$ cat config.mk
export PLATFORM = sky130hd
export DESIGN_NAME = read_port_mux
export DESIGN_NICKNAME = d
export VERILOG_FILES = /design/src/regfile_pkg.sv /design/src/read_port_mux.sv
export SDC_FILE = /design/constraint.sdc
export NUM_CORES = 1
export LEC_CHECK = 0
export BUFFER_PORTS_ARGS = -buffer_cell sky130_fd_sc_hd__buf_2
export CAP_MARGIN = 10
export CORE_MARGIN = 2
export CORE_UTILIZATION = 26
export DETAILED_ROUTE_END_ITERATION = 7
export HOLD_SLACK_MARGIN = 0.03
export SYNTH_ARGS = -nofsm -noshare
export SYNTH_HDL_FRONTEND = slang
export SYNTH_SLANG_ARGS = --single-unit
$ cat constraint.sdc
create_clock -name clka -period 2.5 [get_ports clka]
set_input_delay 0.5 -clock clka [delete_from_list [all_inputs] [get_ports clka]]
set_output_delay 0.5 -clock clka [all_outputs]
set_load 0.005 [all_outputs]
$ cat src/regfile_pkg.sv
package regfile_pkg;

	// ========================================
	// geometry of the register file
	// ========================================

	localparam int num_lanes       = 9;
	localparam int byte_width      = 8;
	localparam int data_width      = 65;
	localparam int idx_width       = 5;
	localparam int ctx_width       = 2;
	localparam int addr_width      = ctx_width + idx_width;
	localparam int num_regs        = 128;
	localparam int num_read_ports  = 6;
	localparam int num_write_ports = 2;

	// the tag lane is the last lane and holds only the top bit of a register
	localparam int tag_lane = num_lanes - 1;
	localparam int tag_bit  = data_width - 1;

	typedef logic [data_width-1:0] reg_data_t;

	// low idx_width bits select the register, high bits the context
	typedef logic [addr_width-1:0] reg_addr_t;

	typedef logic [num_lanes-1:0] lane_en_t;

	// one bit per lane, 0 names the bank of write port 0 and 1 that of port 1
	typedef logic [num_lanes-1:0] lane_sel_t;

	typedef struct packed {
		logic      wr;
		reg_addr_t wa;
		lane_en_t  we;
		reg_data_t wd;
	} write_req_t;

	// expands one enable bit per lane into one mask bit per data bit
	function automatic reg_data_t lane_mask(lane_en_t en);
		reg_data_t m;
		for (int l = 0; l < tag_lane; l++) begin
			m[l*byte_width +: byte_width] = {byte_width{en[l]}};
		end
		m[tag_bit] = en[tag_lane];
		return m;
	endfunction

endpackage
$ cat src/read_port_mux.sv
module read_port_mux
	import regfile_pkg::*;
(
	input  logic       clka,
	input  logic       arst_n,
	input  reg_addr_t  ra,
	input  reg_data_t  bank0,
	input  reg_data_t  bank1,
	input  lane_sel_t  sel,
	input  write_req_t wp0,
	input  write_req_t wp1,
	output reg_data_t  rd
);

	reg_addr_t  ra_q;
	write_req_t wp0_q;
	write_req_t wp1_q;

	// ========================================
	// address and write capture
	// ========================================

	// these line up with the bank data, which is read on the same edge
	always_ff @(posedge clka or negedge arst_n) begin
		if (!arst_n) begin
			ra_q  <= '0;
			wp0_q <= '0;
			wp1_q <= '0;
		end else begin
			ra_q  <= ra;
			wp0_q <= wp0;
			wp1_q <= wp1;
		end
	end

	// ========================================
	// lane selection
	// ========================================

	always_comb begin
		lane_en_t  fwd0;
		lane_en_t  fwd1;
		reg_data_t fwd0_m;
		reg_data_t fwd1_m;
		reg_data_t sel_m;
		reg_data_t stored;

		// lanes written on the edge that also read the banks
		fwd0 = (wp0_q.wr && wp0_q.wa == ra_q) ? wp0_q.we : '0;
		fwd1 = (wp1_q.wr && wp1_q.wa == ra_q) ? wp1_q.we : '0;

		fwd0_m = lane_mask(fwd0);
		fwd1_m = lane_mask(fwd1);
		sel_m  = lane_mask(sel);

		// the committed value, lane by lane from whichever bank owns it
		stored = (bank1 & sel_m) | (bank0 & ~sel_m);

		// port 1 beats port 0, and both beat the stored value
		if (ra_q[idx_width-1:0] == '0) begin
			rd = '0;
		end else begin
			rd = (wp1_q.wd & fwd1_m)
				| (wp0_q.wd & fwd0_m & ~fwd1_m)
				| (stored & ~fwd0_m & ~fwd1_m);
		end
	end

endmodule

==> metrics.md <==
| Metric | Value |
|---|---|
| Critical path class | `reg2out` |
| Overall die width | `166.8 µm` |
| Fraction of layout cells with a size suffix above 1 | `59.67%` |
| Largest net degree at the start of global routing | `60` |
| Max_slew headroom | `55.39%` |
| Count of filler cells inserted in the layout | `between 2,000 and 3,000` |
| Routed Antenna Nets | `0` |
| Die height | `approximately 170 µm` |
| Detail-routed via count per cell | `4.448` |
| Number of hold-slack violations in the final timing report | `0` |
| Overall via count from detail_route | `5,756` |
| Area Overhead vs Synth | `54.20%` |
| Initial DRC count | `195` |
| Gr usage total | `15.98%` |
| Count of maximum capacitance violations | `0` |
| Crit path cell chain | `xnor2_2 > nand4_2 > buf_6 > or4_4 > buf_6 > or2_4 > a32o_1 > buf_2` |
| Time the worst path needs with I/O delays and setup | `3092 ps` |
| Number of enable flip-flop cells after synthesis | `0` |
| Number of buffers added on ports | `376` |
| Setup Viol. Count Final | `65` |
| CP max-delay cell | `sky130_fd_sc_hd__or4_4` |
| Path class of the lowest-slack min-delay path | `in2reg` |
| CTS Sinks | `171` |
| Layout Nets | `roughly 1,300` |
| Most area-consuming cells after synthesis | `sky130_fd_sc_hd__dfrtp_1 (62%), sky130_fd_sc_hd__mux2i_1 (9.4%), sky130_fd_sc_hd__a32o_1 (7.0%)` |
| Post-placement cell area | `9469 µm²` |
| Synthesized net count | `824` |
| Avg Cell Area, Syn | `13.46 µm²` |
| Post-synthesis instance area | `6893 µm²` |
| Leakage power figure | `roughly 5.3 nW` |
| TritonCTS clock tree | `yes` |
| Synthesized instance count | `512` |
| Drt drc | `0` |
| Largest delay share family, worst path | `simple AND/OR/NAND/NOR gates` |
| Maximum fanout encountered on the critical timing path | `7` |
| Sum of buffers and inverters on the critical path | `3` |
| Most common cell after layout, fill and taps aside | `sky130_fd_sc_hd__buf_2` |
| Average wire per standard cell | `17.24 µm` |
| Share of the synthesized area in the top cell type | `62.08%` |
| Vias in the first global route | `about 6,200` |
| Wire length after detailed routing | `22,310 µm` |
| Critical Path Source | `wp0_q[78]` |
| Ports | `377` |
| Deepest clock path buffer count | `2` |
| Total CTS buffers | `17` |
| Final worst path period share | `123.7%` |
| Initial DRT Pass Iterations | `4` |
| Dominant cell type by count on the critical path | `sky130_fd_sc_hd__buf_6` |
| Post-synthesis sequential area ratio | `62.08%` |
| Simple-gate portion of the synthesized area | `10.71%` |
| Library cells used by synthesis | `33` |
| Total overflow reported by the global router | `0` |
| Count of synthesis-stage warnings from yosys | `0` |
| Clk Tree Root Cell | `sky130_fd_sc_hd__clkbuf_16` |
| Slew at the pin closest to its max-slew limit | `668.6 ps` |
| Max Freq | `0.3234 GHz` |
| Wire length of the first global-routing pass | `34,130 µm` |
| Library cell occupying the most area in the post-synthesis netlist | `sky130_fd_sc_hd__dfrtp_1` |
| Peak supply drop | `0.3629 mV` |
| Post-Synth XOR/XNOR Area | `2.106%` |
| Crit path DAT | `2590 ps` |
| Core box area | `26,060 µm²` |
| Capturing element of the worst setup path | `rd[12]` |
| Final worst setup slack | `-591.7 ps` |
| # H-tree levels | `4` |
| Final design instance area without fill | `10,630 µm²` |
| Adder and majority cell fraction of the synthesized area | `0%` |
| Effective utilization at floorplan | `between 20% and 30%` |
| Final hold slack | `177.8 ps` |
| Seq cells post-synth | `between 150 and 200` |
| Number of core rows | `a little under 60` |
| Max incr delay on CP | `460 ps` |
| Sort of element at the start of the critical path | `register` |
| Complex-gate fraction of the synthesized area | `10.27%` |
| Mux contribution to synthesized area | `12.05%` |
| Clk pin slew, worst setup/hold paths | `70 ps` |
| Type of destination of the critical path | `output pin` |
| Max-slew violation total from the final report | `0` |
| Worst endpoint required time | `2000 ps` |
| Most used cells in the layout excluding fill and tap cells | `sky130_fd_sc_hd__buf_2 (373), sky130_fd_sc_hd__dfrtp_1 (170), sky130_fd_sc_hd__mux2i_1 (65)` |
| Die Outline Area | `27,830 µm²` |
| Share of async-settable or async-resettable flops after synthesis | `100.0%` |
| Global placer's final weighted congestion | `approximately 0.84` |
| Setup repair after global routing missed its margin | `true` |
| Run status | `finished, violations left` |
| Flip-flop cell with the highest count after synthesis | `sky130_fd_sc_hd__dfrtp_1` |
| HPWL Detailed | `between 15,000 and 20,000 µm` |
| Areal power density over the cells | `602.6 nW/µm²` |
| Failing checks | `setup timing` |
| Number of antenna violations at the first check in global routing | `1` |
| Dominant combinational cell family by area after synthesis | `multiplexers` |
| Number of gates on the worst path with buffers counted | `8` |
[flip-flops by register name, summed over array words and instances, names as in the netlist]
register and cells:
wp0_q 82, wp1_q 82, ra_q 7
[power by group]
group,switching (mW),leakage [nW],internal (mW)
registers,0.0609,1.99,2.91
logic,0.358,3.04,0.459
clock network,1.20,0.288,1.42
[layout make-up]
cell class	count	area, µm²	area share [%]
Antenna cell	2	5.005	0.04709
Clock buffer	17	425.4	4.002
Clock inverter	15	156.4	1.471
Inverter	1	3.754	0.03532
Multi-Input combinational cell	305	2726	25.65
Sequential cell	171	4280	40.27
Tap cell	335	419.2	3.944
Timing Repair Buffer	448	2613	24.58
[through the flow]
step           TNS, ps  instances  setup slack, ps  utilization [%]  total power [mW]
4_1_cts         -36270       1294           -612.1            40.68             6.509
2_1_floorplan        0        512            48.01                -             3.275
5_1_grt         -41150       1293           -707.1            40.78             6.747
3_3_place_gp     -9804       1239           -206.5            36.34             3.777
3_5_place_dp    -12980       1239           -280.5            36.34             3.789
6_report        -33260       1294           -591.7            40.79             6.405
[routing by layer]
metal	GRT usage, %	vias up	wire length, µm
li1	-	2717	-
met1	19.80	2786	9305
met2	27.07	226	11310
met3	4.539	27	1276
met4	4.798	0	417
met5	0	-	0
[cell usage after synthesis, drive strengths merged (2+ instances only)]
| cell | count |
|---|---|
| nand2 | 59 |
| a31oi | 6 |
| clkbuf | 11 |
| nand3 | 2 |
| mux2i | 65 |
| a31o | 2 |
| or2 | 48 |
| xor2 | 4 |
| a32o | 48 |
| and4b | 8 |
| xnor2 | 10 |
| o2bb2ai | 16 |
| mux2 | 16 |
| dfrtp | 171 |
| or4 | 9 |
| nand4 | 2 |
| buf | 24 |
[worst min-delay path by stage]
stage | to | start | slack [ps] | depth (start not counted)
after global placement | wp1_q[28] | arst_n | 440 | 1
after detailed placement | wp1_q[28] | arst_n | 440 | 1
after floorplan | ra_q[0] | arst_n | 200 | 0
final | wp1_q[65] | wp1[65] | 180 | 1
after global routing | wp0_q[41] | wp0[41] | 140 | 1
after CTS | wp1_q[59] | wp1[59] | 150 | 1
[logic make-up (layout without fill, tap and decap cells)]
kind of cell           Yosys count  in the layout
buffers and inverters           36            481
AND/OR/NAND/NOR                134            134
AO/OA/AOI/OAI                   76             76
XOR/XNOR                        14             14
multiplexers                    81             81
other                            0              2
flip-flops                     171            171
[what timing repair did]
item	in CTS	in global routing
resized for setup	95	16
endpoints found under the setup margin	65	65
pin swaps	66	18
hold buffers	1	0
setup buffers	16	1
cloned	6	0
hold endpoints to repair	34	0
Power figures use the tool's default switching activity.
